[config.mk]
export PLATFORM = sky130hd
export DESIGN_NAME = fb_quad_axi_master
export DESIGN_NICKNAME = d
export VERILOG_FILES = /design/src/common/fb_pkg.sv /design/src/verilog/fb_quad_axi_master.sv /design/src/fb_read/fb_read_master.sv /design/src/fb_write/fb_write_master.sv /design/src/verilog/fb_sequencer.sv /design/src/verilog/fb_frame_sync.sv
export VERILOG_INCLUDE_DIRS = /design/src /design/src/common
export SDC_FILE = /design/constraint.sdc
export NUM_CORES = 1
export LEC_CHECK = 0
export ABC_AREA = 1
export BUFFER_PORTS_ARGS = -buffer_cell sky130_fd_sc_hd__buf_2
export CAP_MARGIN = 10
export CELL_PAD_IN_SITES_DETAIL_PLACEMENT = 0
export CELL_PAD_IN_SITES_GLOBAL_PLACEMENT = 2
export CORE_MARGIN = 3
export CORE_UTILIZATION = 18
export DETAILED_ROUTE_END_ITERATION = 6
export PLACE_DENSITY = 0.87
export SLEW_MARGIN = 10
export SYNTH_ARGS = -nofsm -noshare
export SYNTH_HDL_FRONTEND = slang
export SYNTH_SLANG_ARGS = --single-unit
[constraint.sdc]
create_clock -name M_AXI_ACLK -period 1.9 [get_ports M_AXI_ACLK]
set_input_delay 0.095 -clock M_AXI_ACLK [delete_from_list [all_inputs] [get_ports M_AXI_ACLK]]
set_output_delay 0.095 -clock M_AXI_ACLK [all_outputs]
set_load 0.01 [all_outputs]
[src/common/fb_settings.svh]
// frame geometry, burst length and bus width macros for the frame buffer master
`ifndef FB_SETTINGS_SVH
`define FB_SETTINGS_SVH

// ******************************
// display and quadrant geometry
// ******************************
`define FB_DISP_H        64   // pixels per display line
`define FB_DISP_V        8    // display lines per frame
`define FB_QUAD_H        32   // pixels per quadrant line
`define FB_QUAD_V        4    // lines per quadrant

// ******************************
// bus and burst shape
// ******************************
`define FB_BURST_LEN     4    // beats per burst, both directions
`define FB_PIX_PER_BEAT  4
`define FB_DATA_W        64
`define FB_ADDR_W        12   // pixel address
`define FB_NUM_SRC       4

// derived values
`define FB_BURST_STEP    (`FB_BURST_LEN * `FB_PIX_PER_BEAT)
`define FB_WR_BURSTS     (`FB_QUAD_H / `FB_BURST_STEP)
`define FB_RD_BURSTS     (`FB_DISP_H / `FB_BURST_STEP)

`endif
[src/common/fb_pkg.sv]
// vector typedefs and sequencer state enum for the frame buffer master
`default_nettype none

`include "fb_settings.svh"

package fb_pkg;

    // ******************************
    // vector types
    // ******************************
    typedef logic [`FB_ADDR_W-1:0]  pix_addr_t;   // linear pixel address
    typedef logic [`FB_DATA_W-1:0]  beat_t;       // one W or R beat
    typedef logic [`FB_NUM_SRC-1:0] src_sel_t;    // one bit per source, one-hot
    typedef logic [3:0]             burst_cnt_t;  // bursts or beats in one operation

    // ******************************
    // sequencer states
    // ******************************
    typedef enum logic [2:0] {
        ST_IDLE     = 3'd0,
        ST_WR_START = 3'd1,   // latch grant, prefetch first beat
        ST_WR_RUN   = 3'd2,
        ST_RD_START = 3'd3,
        ST_RD_RUN   = 3'd4
    } fb_state_e;

endpackage

`default_nettype wire

[src/verilog/fb_quad_axi_master.sv]
// top level of the four-source frame writer and display-line reader
`default_nettype none

`include "fb_settings.svh"

module fb_quad_axi_master (
    input  wire                        M_AXI_ACLK,
    input  wire                        M_AXI_ARESETN,

    // write side
    input  fb_pkg::src_sel_t           axi_wr_grant,      // from external arbiter
    input  fb_pkg::beat_t              video_wr_data [`FB_NUM_SRC],
    output logic [`FB_NUM_SRC-1:0]     video_wr_en,
    input  wire  [`FB_NUM_SRC-1:0]     video_frame_rst,

    // read side
    input  wire                        rd_req,
    input  wire                        rd_frame_rst,
    output logic                       rd_en,
    output fb_pkg::beat_t              rd_data,

    // AXI master
    output fb_pkg::pix_addr_t          M_AXI_AWADDR,
    output logic [3:0]                 M_AXI_AWLEN,
    output logic                       M_AXI_AWVALID,
    input  wire                        M_AXI_AWREADY,
    output fb_pkg::beat_t              M_AXI_WDATA,
    output logic                       M_AXI_WLAST,
    input  wire                        M_AXI_WREADY,
    output fb_pkg::pix_addr_t          M_AXI_ARADDR,
    output logic [3:0]                 M_AXI_ARLEN,
    output logic                       M_AXI_ARVALID,
    input  wire                        M_AXI_ARREADY,
    input  fb_pkg::beat_t              M_AXI_RDATA,
    input  wire                        M_AXI_RVALID,
    input  wire                        M_AXI_RLAST
);

    fb_pkg::src_sel_t  wr_rewind;     // pending per-source rewinds
    fb_pkg::src_sel_t  wr_at_start;
    logic              rd_rewind;
    logic              rd_at_start;
    fb_pkg::fb_state_e state;
    fb_pkg::src_sel_t  src_sel;       // latched grant
    logic              wr_done;
    logic              rd_done;

    fb_frame_sync u_fb_frame_sync (
        .M_AXI_ACLK      (M_AXI_ACLK),
        .M_AXI_ARESETN   (M_AXI_ARESETN),
        .video_frame_rst (video_frame_rst),
        .rd_frame_rst    (rd_frame_rst),
        .wr_at_start     (wr_at_start),
        .rd_at_start     (rd_at_start),
        .wr_rewind       (wr_rewind),
        .rd_rewind       (rd_rewind)
    );

    fb_sequencer u_fb_sequencer (
        .M_AXI_ACLK    (M_AXI_ACLK),
        .M_AXI_ARESETN (M_AXI_ARESETN),
        .axi_wr_grant  (axi_wr_grant),
        .rd_req        (rd_req),
        .wr_rewind     (wr_rewind),
        .rd_rewind     (rd_rewind),
        .wr_done       (wr_done),
        .rd_done       (rd_done),
        .state         (state),
        .src_sel       (src_sel)
    );

    fb_write_master u_fb_write_master (
        .M_AXI_ACLK    (M_AXI_ACLK),
        .M_AXI_ARESETN (M_AXI_ARESETN),
        .state         (state),
        .src_sel       (src_sel),
        .axi_wr_grant  (axi_wr_grant),
        .wr_rewind     (wr_rewind),
        .video_wr_data (video_wr_data),
        .M_AXI_AWREADY (M_AXI_AWREADY),
        .M_AXI_WREADY  (M_AXI_WREADY),
        .video_wr_en   (video_wr_en),
        .wr_at_start   (wr_at_start),
        .wr_done       (wr_done),
        .M_AXI_AWADDR  (M_AXI_AWADDR),
        .M_AXI_AWLEN   (M_AXI_AWLEN),
        .M_AXI_AWVALID (M_AXI_AWVALID),
        .M_AXI_WDATA   (M_AXI_WDATA),
        .M_AXI_WLAST   (M_AXI_WLAST)
    );

    fb_read_master u_fb_read_master (
        .M_AXI_ACLK    (M_AXI_ACLK),
        .M_AXI_ARESETN (M_AXI_ARESETN),
        .state         (state),
        .rd_rewind     (rd_rewind),
        .M_AXI_ARREADY (M_AXI_ARREADY),
        .M_AXI_RVALID  (M_AXI_RVALID),
        .M_AXI_RDATA   (M_AXI_RDATA),
        .M_AXI_RLAST   (M_AXI_RLAST),
        .rd_at_start   (rd_at_start),
        .rd_done       (rd_done),
        .rd_en         (rd_en),
        .rd_data       (rd_data),
        .M_AXI_ARADDR  (M_AXI_ARADDR),
        .M_AXI_ARLEN   (M_AXI_ARLEN),
        .M_AXI_ARVALID (M_AXI_ARVALID)
    );

endmodule

`default_nettype wire

[src/fb_read/fb_read_master.sv]
// linear read address generator, AR channel, R burst counting and output pass-through
`default_nettype none

`include "fb_settings.svh"

module fb_read_master (
    input  wire                 M_AXI_ACLK,
    input  wire                 M_AXI_ARESETN,
    input  fb_pkg::fb_state_e   state,
    input  wire                 rd_rewind,
    input  wire                 M_AXI_ARREADY,
    input  wire                 M_AXI_RVALID,
    input  fb_pkg::beat_t       M_AXI_RDATA,
    input  wire                 M_AXI_RLAST,
    output logic                rd_at_start,
    output logic                rd_done,
    output logic                rd_en,
    output fb_pkg::beat_t       rd_data,
    output fb_pkg::pix_addr_t   M_AXI_ARADDR,
    output logic [3:0]          M_AXI_ARLEN,
    output logic                M_AXI_ARVALID
);

    localparam fb_pkg::pix_addr_t frame_end = fb_pkg::pix_addr_t'(`FB_DISP_H * `FB_DISP_V);

    fb_pkg::pix_addr_t  rd_addr;
    fb_pkg::burst_cnt_t ar_cnt;       // addresses accepted
    fb_pkg::burst_cnt_t rb_cnt;       // bursts returned
    logic               rd_run;
    logic               ar_fire;
    logic               ar_last;

    assign rd_run  = (state == fb_pkg::ST_RD_RUN);
    assign ar_fire = M_AXI_ARVALID && M_AXI_ARREADY;
    assign ar_last = (ar_cnt == fb_pkg::burst_cnt_t'(`FB_RD_BURSTS - 1));

    always_ff @(posedge M_AXI_ACLK or negedge M_AXI_ARESETN)
    begin
        if (!M_AXI_ARESETN)
            rd_addr <= '0;
        else if (state == fb_pkg::ST_IDLE)
        begin
            if (rd_rewind || rd_addr == frame_end)   // new display frame
                rd_addr <= '0;
        end
        else if (rd_run && ar_fire)
            rd_addr <= rd_addr + fb_pkg::pix_addr_t'(`FB_BURST_STEP);
    end

    // ******************************
    // AR channel and R counting
    // ******************************
    always_ff @(posedge M_AXI_ACLK or negedge M_AXI_ARESETN)
    begin
        if (!M_AXI_ARESETN)
        begin
            M_AXI_ARVALID <= 1'b0;
            ar_cnt        <= '0;
            rb_cnt        <= '0;
        end
        else if (state == fb_pkg::ST_RD_START)
        begin
            M_AXI_ARVALID <= 1'b1;
            ar_cnt        <= '0;
            rb_cnt        <= '0;
        end
        else if (rd_run)
        begin
            if (ar_fire)
            begin
                ar_cnt <= ar_cnt + 1'b1;
                if (ar_last)
                    M_AXI_ARVALID <= 1'b0;
            end
            if (M_AXI_RVALID && M_AXI_RLAST)
                rb_cnt <= rb_cnt + 1'b1;
        end
        else
            M_AXI_ARVALID <= 1'b0;
    end

    assign M_AXI_ARADDR = rd_addr;
    assign M_AXI_ARLEN  = 4'(`FB_BURST_LEN - 1);
    assign rd_at_start  = (rd_addr == '0);
    assign rd_done      = rd_run && M_AXI_RVALID && M_AXI_RLAST &&
                          (rb_cnt == fb_pkg::burst_cnt_t'(`FB_RD_BURSTS - 1));

    // output FIFO always has room for read data
    assign rd_en   = M_AXI_RVALID;
    assign rd_data = M_AXI_RDATA;

    a_ar_hold : assert property (@(posedge M_AXI_ACLK) disable iff (!M_AXI_ARESETN)
        M_AXI_ARVALID && !M_AXI_ARREADY |=> M_AXI_ARVALID && $stable(M_AXI_ARADDR));

endmodule

`default_nettype wire

[src/fb_write/fb_write_master.sv]
// quadrant write address generator, AW channel, W beat counting and source pops
`default_nettype none

`include "fb_settings.svh"

module fb_write_master (
    input  wire                      M_AXI_ACLK,
    input  wire                      M_AXI_ARESETN,
    input  fb_pkg::fb_state_e        state,
    input  fb_pkg::src_sel_t         src_sel,
    input  fb_pkg::src_sel_t         axi_wr_grant,
    input  fb_pkg::src_sel_t         wr_rewind,
    input  fb_pkg::beat_t            video_wr_data [`FB_NUM_SRC],
    input  wire                      M_AXI_AWREADY,
    input  wire                      M_AXI_WREADY,
    output logic [`FB_NUM_SRC-1:0]   video_wr_en,
    output fb_pkg::src_sel_t         wr_at_start,
    output logic                     wr_done,
    output fb_pkg::pix_addr_t        M_AXI_AWADDR,
    output logic [3:0]               M_AXI_AWLEN,
    output logic                     M_AXI_AWVALID,
    output fb_pkg::beat_t            M_AXI_WDATA,
    output logic                     M_AXI_WLAST
);

    fb_pkg::pix_addr_t  quad_addr [`FB_NUM_SRC];   // next burst address per quadrant
    fb_pkg::burst_cnt_t aw_cnt;                    // addresses accepted
    fb_pkg::burst_cnt_t beat_cnt;                  // beat within burst
    fb_pkg::burst_cnt_t wb_cnt;                    // bursts finished
    logic               aw_fire;
    logic               aw_last;
    logic               w_fire;
    logic               wr_run;

    assign wr_run  = (state == fb_pkg::ST_WR_RUN);
    assign aw_fire = M_AXI_AWVALID && M_AXI_AWREADY;
    assign aw_last = (aw_cnt == fb_pkg::burst_cnt_t'(`FB_WR_BURSTS - 1));
    assign w_fire  = wr_run && M_AXI_WREADY;

    // ******************************
    // quadrant address counters
    // ******************************
    for (genvar q = 0; q < `FB_NUM_SRC; q++)
    begin : g_quad
        // quadrant 0 top left, 1 top right, 2 bottom left, 3 bottom right
        localparam fb_pkg::pix_addr_t quad_start = fb_pkg::pix_addr_t'(
            (q % 2) * `FB_QUAD_H + (q / 2) * `FB_DISP_H * `FB_QUAD_V);
        localparam fb_pkg::pix_addr_t quad_end = fb_pkg::pix_addr_t'(
            quad_start + `FB_DISP_H * `FB_QUAD_V);

        always_ff @(posedge M_AXI_ACLK or negedge M_AXI_ARESETN)
        begin
            if (!M_AXI_ARESETN)
                quad_addr[q] <= quad_start;
            else if (state == fb_pkg::ST_IDLE)
            begin
                if (wr_rewind[q] || quad_addr[q] == quad_end)
                    quad_addr[q] <= quad_start;
            end
            else if (wr_run && aw_fire && src_sel[q])
            begin
                if (aw_last)   // end of quadrant line, skip to next row
                    quad_addr[q] <= quad_addr[q] + fb_pkg::pix_addr_t'(
                        `FB_BURST_STEP + `FB_DISP_H - `FB_QUAD_H);
                else
                    quad_addr[q] <= quad_addr[q] + fb_pkg::pix_addr_t'(`FB_BURST_STEP);
            end
        end

        assign wr_at_start[q] = (quad_addr[q] == quad_start);
    end

    // ******************************
    // AW channel
    // ******************************
    always_ff @(posedge M_AXI_ACLK or negedge M_AXI_ARESETN)
    begin
        if (!M_AXI_ARESETN)
        begin
            M_AXI_AWVALID <= 1'b0;
            aw_cnt        <= '0;
        end
        else if (state == fb_pkg::ST_WR_START)
        begin
            M_AXI_AWVALID <= 1'b1;             // up in first run cycle
            aw_cnt        <= '0;
        end
        else if (wr_run)
        begin
            if (aw_fire)
            begin
                aw_cnt <= aw_cnt + 1'b1;
                if (aw_last)
                    M_AXI_AWVALID <= 1'b0;
            end
        end
        else
            M_AXI_AWVALID <= 1'b0;
    end

    assign M_AXI_AWLEN = 4'(`FB_BURST_LEN - 1);

    // address and data follow the latched source
    always_comb
    begin
        M_AXI_AWADDR = '0;
        M_AXI_WDATA  = '0;
        for (int i = 0; i < `FB_NUM_SRC; i++)
        begin
            if (src_sel[i])
            begin
                M_AXI_AWADDR = quad_addr[i];
                M_AXI_WDATA  = video_wr_data[i];
            end
        end
    end

    // ******************************
    // W channel
    // ******************************
    always_ff @(posedge M_AXI_ACLK or negedge M_AXI_ARESETN)
    begin
        if (!M_AXI_ARESETN)
        begin
            beat_cnt <= '0;
            wb_cnt   <= '0;
        end
        else if (state == fb_pkg::ST_WR_START)
        begin
            beat_cnt <= '0;
            wb_cnt   <= '0;
        end
        else if (w_fire)
        begin
            if (M_AXI_WLAST)
            begin
                beat_cnt <= '0;
                wb_cnt   <= wb_cnt + 1'b1;
            end
            else
                beat_cnt <= beat_cnt + 1'b1;
        end
    end

    assign M_AXI_WLAST = wr_run && (beat_cnt == fb_pkg::burst_cnt_t'(`FB_BURST_LEN - 1));
    assign wr_done     = w_fire && M_AXI_WLAST &&
                         (wb_cnt == fb_pkg::burst_cnt_t'(`FB_WR_BURSTS - 1));

    // one pop in the start state, then one per beat but not on the final one
    always_comb
    begin
        case (state)
            fb_pkg::ST_WR_START:
                video_wr_en = axi_wr_grant;
            fb_pkg::ST_WR_RUN:
                video_wr_en = (M_AXI_WREADY && !wr_done) ? src_sel : '0;
            default:
                video_wr_en = '0;
        endcase
    end

    a_wlast_src : assert property (@(posedge M_AXI_ACLK) disable iff (!M_AXI_ARESETN)
        M_AXI_WLAST |-> wr_run && $onehot(src_sel));

endmodule

`default_nettype wire

[src/verilog/fb_sequencer.sv]
// idle/write/read state machine with write priority and granted-source latch
`default_nettype none

`include "fb_settings.svh"

module fb_sequencer (
    input  wire                 M_AXI_ACLK,
    input  wire                 M_AXI_ARESETN,
    input  fb_pkg::src_sel_t    axi_wr_grant,
    input  wire                 rd_req,
    input  fb_pkg::src_sel_t    wr_rewind,
    input  wire                 rd_rewind,
    input  wire                 wr_done,
    input  wire                 rd_done,
    output fb_pkg::fb_state_e   state,
    output fb_pkg::src_sel_t    src_sel
);

    fb_pkg::fb_state_e state_nxt;

    // ******************************
    // state machine
    // ******************************
    always_ff @(posedge M_AXI_ACLK or negedge M_AXI_ARESETN)
    begin
        if (!M_AXI_ARESETN)
            state <= fb_pkg::ST_IDLE;
        else
            state <= state_nxt;
    end

    always_comb
    begin
        state_nxt = state;
        case (state)
            fb_pkg::ST_IDLE:
                if (|wr_rewind || rd_rewind)       // let the counters rewind first
                    state_nxt = fb_pkg::ST_IDLE;
                else if (|axi_wr_grant)            // writes win
                    state_nxt = fb_pkg::ST_WR_START;
                else if (rd_req)
                    state_nxt = fb_pkg::ST_RD_START;
            fb_pkg::ST_WR_START:
                state_nxt = fb_pkg::ST_WR_RUN;
            fb_pkg::ST_WR_RUN:
                if (wr_done)
                    state_nxt = fb_pkg::ST_IDLE;
            fb_pkg::ST_RD_START:
                state_nxt = fb_pkg::ST_RD_RUN;
            fb_pkg::ST_RD_RUN:
                if (rd_done)
                    state_nxt = fb_pkg::ST_IDLE;
            default:
                state_nxt = fb_pkg::ST_IDLE;
        endcase
    end

    // grant held for the whole operation
    always_ff @(posedge M_AXI_ACLK or negedge M_AXI_ARESETN)
    begin
        if (!M_AXI_ARESETN)
            src_sel <= '0;
        else if (state == fb_pkg::ST_WR_START)
            src_sel <= axi_wr_grant;
    end

    // ******************************
    // checks
    // ******************************
    a_grant_onehot : assert property (@(posedge M_AXI_ACLK) disable iff (!M_AXI_ARESETN)
        $onehot0(axi_wr_grant));

    // a grant dropped before the latch leaves the write with no source
    a_grant_held : assert property (@(posedge M_AXI_ACLK) disable iff (!M_AXI_ARESETN)
        state == fb_pkg::ST_WR_START |-> |axi_wr_grant);

endmodule

`default_nettype wire

[src/verilog/fb_frame_sync.sv]
// frame-start synchronizers, edge detect and pending-rewind flags
`default_nettype none

`include "fb_settings.svh"

module fb_frame_sync (
    input  wire                    M_AXI_ACLK,
    input  wire                    M_AXI_ARESETN,
    input  wire [`FB_NUM_SRC-1:0]  video_frame_rst,
    input  wire                    rd_frame_rst,
    input  fb_pkg::src_sel_t       wr_at_start,
    input  wire                    rd_at_start,
    output fb_pkg::src_sel_t       wr_rewind,
    output logic                   rd_rewind
);

    // bit FB_NUM_SRC is the display side, the rest are the sources
    logic [`FB_NUM_SRC:0] frame_in;
    logic [`FB_NUM_SRC:0] at_start;
    logic [`FB_NUM_SRC:0] sync_q0;    // first synchronizer stage
    logic [`FB_NUM_SRC:0] sync_q1;
    logic [`FB_NUM_SRC:0] prev_q;     // for edge detect
    logic [`FB_NUM_SRC:0] rewind_q;

    assign frame_in = {rd_frame_rst, video_frame_rst};
    assign at_start = {rd_at_start, wr_at_start};

    always_ff @(posedge M_AXI_ACLK or negedge M_AXI_ARESETN)
    begin
        if (!M_AXI_ARESETN)
        begin
            sync_q0  <= '0;
            sync_q1  <= '0;
            prev_q   <= '0;
            rewind_q <= '0;
        end
        else
        begin
            sync_q0  <= frame_in;
            sync_q1  <= sync_q0;
            prev_q   <= sync_q1;
            // a new edge wins over a clear in the same cycle
            rewind_q <= (rewind_q & ~at_start) | (sync_q1 & ~prev_q);
        end
    end

    assign wr_rewind = rewind_q[`FB_NUM_SRC-1:0];
    assign rd_rewind = rewind_q[`FB_NUM_SRC];

endmodule

`default_nettype wire

* Yosys cells after proc, flatten, opt, wreduce, memory -nomap -nowiden
Cells that the tools add are included.
Word-level totals: memories kept 0, output and inout port bits 168, input port bits 337, latch bits 0, memory bits (writable) 0, logic and storage cells 177, bits in read-only memories 0, bits in registers 109
Cells by class: muxes and demuxes 58, multiply operators 0, eq/ne operators 29, bitwise gates (word level) 5, reduce and logical (&&, ||, !) cells 53, magnitude comparators 0, shift operators 0, $add $sub $neg 14, div/mod/pow operators 0
Operator list (count):
- $mux 12 | 23
- $mux 64 | 4
- $mux 4 | 16
- $add 12x5->12 const B | 5
- $add 12x6->12 const B | 4
- $eq 12x9->1 const B | 4
- $eq 12x10->1 const B | 3
- $logic_not 12->1 | 2
- $reduce_bool 2->1 | 12
- $reduce_and 2->1 | 11
- $add 4x1->4 const B | 5
- $logic_and 1x1->1 | 17
- $mux 3 | 5
- $pmux 3 s5 | 1
- $eq 12x6->1 const B | 1
- $eq 4x2->1 const B | 3
- $ne 2x2->1 const B | 6
- $and 5x5->5 | 2
- $not 5->5 | 2
- $eq 4x1->1 const B | 2
- $mux 1 | 8
- $pmux 4 s2 | 1
- $reduce_or 4->1 | 2
- $eq 3x2->1 const B | 2
- other kinds (11) | 18

* Longest topological paths before layout
depth in word-level cells 8, gate-level depth with buffers 14, mapped depth without buffers 14

* Cells and area by module
Synthesis repeated with hierarchy kept, for this count alone.
Second synthesis, totals: cell total of the unflattened synthesis 1198, area, all modules 7775.0 µm²
Modules (own cells, without submodules):
- fb_write_master | cells an instance 903, instances 1, area each 5159.9 µm², seq. area each 1131.1 µm²
- fb_read_master | cells an instance 209, instances 1, area each 1630.3 µm², seq. area each 425.4 µm²
- fb_frame_sync | cells an instance 45, instances 1, area each 594.3 µm², seq. area each 500.5 µm²
- fb_sequencer | cells an instance 41, instances 1, area each 390.4 µm², seq. area each 175.2 µm²

* Least setup slack after synthesis
Ideal clock, no wire load.
path type reg-to-reg, from reg u_fb_write_master.aw_cnt[0], to reg u_fb_write_master.quad_addr[7] in the netlist's numbering, period minus slack after synthesis 1.913 ns, arrival 1.796 ns, setup slack -0.013 ns, data required time 1.783 ns, path buffers 0, cell stages (with the launch flop) 11, path through dfrtp_1 > ha_1 > nand3_1 > inv_1 > ha_1 > nand2_1 > o21ai_0 > xor2_1 > nor2_1 > nand2_1 > nand2_1
Between the ends: cells in the longest elaborated chain, start to end 4
Ends and longest elaborated chain:
- from (decl) | RTL line fb_write_master.sv:27 | fb_pkg::burst_cnt_t aw_cnt;
- from (signal assigned) | RTL line fb_write_master.sv:92 | aw_cnt <= aw_cnt + 1'b1;
- $eq 4x1->1 | RTL line fb_write_master.sv:37 | assign aw_last = (aw_cnt == fb_pkg::burst_cnt_t'(`FB_WR_BURSTS - 1));
- $mux 12 | RTL line fb_write_master.sv:62 | if (aw_last)
- $mux 12 | RTL line fb_write_master.sv:60 | else if (wr_run && aw_fire && src_sel[q])
- $mux 12 | RTL line fb_write_master.sv:55 | else if (state == fb_pkg::ST_IDLE)
- to (signal, indexed assignment) | RTL line fb_write_master.sv:54 | quad_addr[q] <= quad_start;
- to (signal, indexed assignment) | RTL line fb_write_master.sv:58 | quad_addr[q] <= quad_start;
- to (signal, indexed assignment) | RTL line fb_write_master.sv:63 | quad_addr[q] <= quad_addr[q] + fb_pkg::pix_addr_t'(
- to (decl) | RTL line fb_write_master.sv:26 | fb_pkg::pix_addr_t quad_addr [`FB_NUM_SRC];
No other way between the ends. The select of a mux whose other input is x is not followed. A chain may end at the register's enable or synchronous reset.

* Worst setup path after layout
from reg u_fb_sequencer.src_sel[1], to out M_AXI_WDATA[33]
Between the ends: cells in the longest elaborated chain, start to end 3
Ends and longest elaborated chain:
- from (decl) | RTL line fb_sequencer.sv:16 | output fb_pkg::src_sel_t src_sel
- from (signal assigned) | RTL line fb_sequencer.sv:64 | src_sel <= axi_wr_grant;
- $mux 64 (3 in a row) | RTL line fb_write_master.sv:110 | if (src_sel[i])
- to (decl) | RTL line fb_quad_axi_master.sv:27 | output fb_pkg::beat_t M_AXI_WDATA,
No other way between the ends.

==> impl_metrics.env <==
export IMPL_cts_tree="yes"
export IMPL_violations="setup timing"
export IMPL_cts_buffers_inserted=9
export IMPL_viasPerCell=4.42
export IMPL_yosysUniqueCellTypes=43
export IMPL_netlist_area_um2=7460
export IMPL_hold_worst_slack_ns=0.0102
export IMPL_ant_nets=0
export IMPL_clockBufferDepth=2
export IMPL_grt_pass1_wl_um=51900
export IMPL_hp_start="axi_wr_grant[1]"
export IMPL_top_level_ports=505
export IMPL_core_um2=40300
export IMPL_cts_htree_levels=3
export IMPL_setup_viol=41
export IMPL_powerDensity_nw_per_um2=1450
export IMPL_critPathMostFrequentCell="nand2_1"
export IMPL_synth_top_family_by_area="simple AND/OR/NAND/NOR gates"
export IMPL_synth_xor_xnor_area_share=0.0129
export IMPL_end_kind="primary output"
export IMPL_area_growth_pct=46.3
export IMPL_report_power_total_mw=15.9
export IMPL_portBuffers=360
export IMPL_maxCapViolations=0
export IMPL_synth_warnings=0
export IMPL_crit_reg2reg_launch="u_fb_write_master.aw_cnt[1]"
export IMPL_path_buf_inv=4
export IMPL_path_clk_slew_ns=0.07
export IMPL_layout_nets=1830
export IMPL_cp_data_arrival_time_ns=1.89
export IMPL_start_util=0.185
export IMPL_syn_area_per_cell_um2=6.48
export IMPL_peakVddDrop_mv=0.506
export IMPL_required_ns=1.80
export IMPL_max_stage_delay_ns=0.46
export IMPL_hp_class="in -> reg"
export IMPL_synth_compound_gate_area_share=0.194
export IMPL_clock_sinks=89
export IMPL_routedWlPerCell_um=18.8
export IMPL_first_pass_iters=5
export IMPL_grt_max_degree=96
export IMPL_antenna_found_initial=12
export IMPL_hold_viol=0
export IMPL_die_w_um=210
export IMPL_post_route_period_util=1.04
export IMPL_die_area_um2=43900
export IMPL_ys_seq_area_frac=0.299
export IMPL_drc=0
export IMPL_final_util=0.271
export IMPL_crit_path_start_kind="flip-flop"
export IMPL_rsz0062_at_grt="yes"
export IMPL_cts_root_buf="clkbuf_16"
export IMPL_crit_start="u_fb_sequencer.src_sel[1]"
export IMPL_crit_chain="nor2_4 -> buf_12 -> buf_4 -> clkbuf_16 -> nand2_1 -> nand2_1 -> o21ai_1 -> o21ai_2 -> buf_6"
export IMPL_synth_fa_ha_area_frac=0.0326
export IMPL_fill_cells=4493
export IMPL_gr_usage_all_layers=0.155
export IMPL_num_rows=73
export IMPL_drt_iter0_drc=591
export IMPL_dp_hpwl_um=28700
export IMPL_ys_seq_elements=89
export IMPL_synth_simple_area_share=0.307
export IMPL_syn_inst=1151
export IMPL_fin_worst_skew_ns=0.00789
export IMPL_fmax_ghz=0.505
export IMPL_status="finished with violations"
export IMPL_final_area_um2=10900
export IMPL_dieHeight_um=210
export IMPL_maxSlewViolCount=0
export IMPL_cp_max_fo=9
export IMPL_gp_congestion=0.882
export IMPL_path_class="reg -> out"
export IMPL_fin_ws_ns=-0.0815
export IMPL_post_synth_mux_area_share=0
export IMPL_grt_overflow=0
export IMPL_period_minus_slack_ns=1.98
export IMPL_drive_gt1_frac=0.389
export IMPL_critPathSlowestCell="dfrtp_2"
export IMPL_post_place_ws_ns=-0.0783
export IMPL_clk_latency_ns=0.35
export IMPL_leakagePower_nw=5.57
export IMPL_post_dp_cell_area_um2=9540
export IMPL_grt_pass1_vias=8444
export IMPL_drt_wl_total_um=37700
export IMPL_path_delay_family="buffers and inverters"
export IMPL_dr_total_vias=8882
==> repair_timing <==
item | 4_1_cts | 5_1_grt
resized for setup | 110 | 123
hold buffers | 6 | 0
setup buffers | 8 | 10
cloned | 6 | 6
endpoints found under the hold margin | 31 | 0
endpoints found under the setup margin | 69 | 90
pin swaps | 14 | 17
==> registers in the layout, indices dropped and copies added, names as in the netlist <==
| name | cells |
|---|---|
| u_fb_read_master.rb_cnt | 4 |
| u_fb_sequencer.src_sel | 4 |
| u_fb_write_master.wb_cnt | 4 |
| u_fb_write_master.M_AXI_AWVALID | 1 |
| u_fb_sequencer.state | 3 |
| u_fb_write_master.beat_cnt | 4 |
| u_fb_frame_sync.sync_q0 | 5 |
| u_fb_write_master.aw_cnt | 4 |
| u_fb_frame_sync.prev_q | 5 |
| u_fb_frame_sync.sync_q1 | 5 |
| u_fb_frame_sync.rewind_q | 5 |
| u_fb_write_master.quad_addr | 32 |
| u_fb_read_master.M_AXI_ARADDR | 8 |
| u_fb_read_master.M_AXI_ARVALID | 1 |
| u_fb_read_master.ar_cnt | 4 |
==> routing by layer <==
| layer | GRT usage | routed length, µm | vias up |
|---|---|---|---|
| met5 | 0 | 15 | - |
| met2 | 0.257 | 18300 | 396 |
| met1 | 0.191 | 15600 | 4102 |
| met3 | 0.0389 | 2720 | 56 |
| met4 | 0.0640 | 1050 | 2 |
| li1 | - | - | 4326 |
==> placed cells by master, fill, tap and decap left out, types with 12 or more instances in the layout <==
cell	count
a21oi_1	70
buf_12	12
buf_2	353
buf_4	36
clkbuf_16	15
conb_1	16
dfrtp_1	80
ha_1	12
inv_1	67
nand2_1	330
nand2_2	36
nand2_4	18
nand3_1	61
nor2_1	64
o211ai_1	15
o21ai_0	52
o21ai_1	88
o21ai_2	35
==> cells by family (layout without fill, tap and decap cells) <==
| group | after synthesis | count (layout) |
|---|---|---|
| buffers and inverters | 212 | 528 |
| XOR/XNOR | 11 | 11 |
| AO/OA/AOI/OAI | 276 | 276 |
| AND/OR/NAND/NOR | 544 | 544 |
| flip-flops | 89 | 89 |
| other | 2 | 21 |
| adder cells (fa/ha/maj) | 17 | 17 |
==> worst register-to-register path, delay by kind of cell (launching register included) <==
family | cells | cell delay, ns
buffers and inverters | 3 | 0.29
AND/OR/NAND/NOR | 4 | 0.33
flip-flops | 1 | 0.39
adder cells (fa/ha/maj) | 2 | 0.49
XOR/XNOR | 1 | 0.14
AO/OA/AOI/OAI | 1 | 0.08
==> per-stage QoR <==
stage | std cells | setup TNS [ns]
6_report | 2011 | -1.66
5_1_grt | 2010 | -8.94
4_1_cts | 1992 | -4.80
3_5_place_dp | 1956 | -0.360
3_3_place_gp | 1956 | -0.162
2_1_floorplan | 1165 | 0
==> path summary, 6_finish.rpt <==
kind	to	slack (ns)	cells past startpoint
worst max-delay path	M_AXI_WDATA[33]	-0.08	9
worst min-delay path	u_fb_sequencer.src_sel[1]	0.01	3
worst max register to register	u_fb_write_master.quad_addr[10]	0.11	11
worst min register to register	u_fb_frame_sync.sync_q1[0]	0.35	0
max in group asynchronous	u_fb_write_master.quad_addr[29]	1.10	3
min in group asynchronous	u_fb_frame_sync.rewind_q[1]	0.24	2
==> cell type report <==
class | count | area, µm² | area share
diodes | 5 | 12.5 | 0.00115
clock buffers | 10 | 229 | 0.0210
clock inverters | 6 | 92.6 | 0.00849
inverters | 81 | 317 | 0.0290
multi-input cells | 864 | 4540 | 0.417
flip-flops and latches | 89 | 2240 | 0.205
well taps | 525 | 657 | 0.0602
repair buffers | 431 | 2820 | 0.258
==> power breakdown <==
part / switching, mW / internal [mW]
sequential: 0.426 / 2.24
clock: 0.794 / 1.16
combinational: 6.64 / 4.59
total: 7.86 / 7.99
==> synth_stat cells <==
cell type | count | area (µm²)
nand2_1 | 376 | 1410
o21ai_0 | 134 | 671
dfrtp_1 | 85 | 2130
buf_4 | 82 | 616
a21oi_1 | 75 | 375
inv_1 | 71 | 267
nor2_1 | 65 | 244
nand3_1 | 62 | 310
o21ai_1 | 40 | 200
clkbuf_1 | 27 | 101
buf_2 | 20 | 100
o211ai_1 | 15 | 113
ha_1 | 13 | 163
xor2_1 | 9 | 78.8
inv_2 | 8 | 30.0
nor3_1 | 8 | 40.0
nand2_2 | 7 | 43.8
nand4_1 | 6 | 37.5
nor3b_1 | 5 | 37.5
dfstp_2 | 4 | 105
fa_1 | 4 | 80.1
nor2_4 | 4 | 45.0
nor2_2 | 3 | 18.8
a31oi_1 | 2 | 12.5
buf_6 | 2 | 22.5
clkinv_1 | 2 | 7.51
conb_1 | 2 | 7.51
o21a_1 | 2 | 15.0
o21ai_2 | 2 | 17.5
o22ai_1 | 2 | 12.5
xnor2_1 | 2 | 17.5
a21o_1 | 1 | 7.51
and3_1 | 1 | 6.26
nand2_4 | 1 | 11.3
nand3_2 | 1 | 10.0
nand3b_1 | 1 | 7.51
nand3b_4 | 1 | 20.0
nor2_8 | 1 | 20.0
nor3_4 | 1 | 16.3
o2111ai_1 | 1 | 8.76
o21bai_1 | 1 | 7.51
o31ai_1 | 1 | 7.51
or2_0 | 1 | 6.26
No activity file was read; power rests on OpenSTA's default activity.
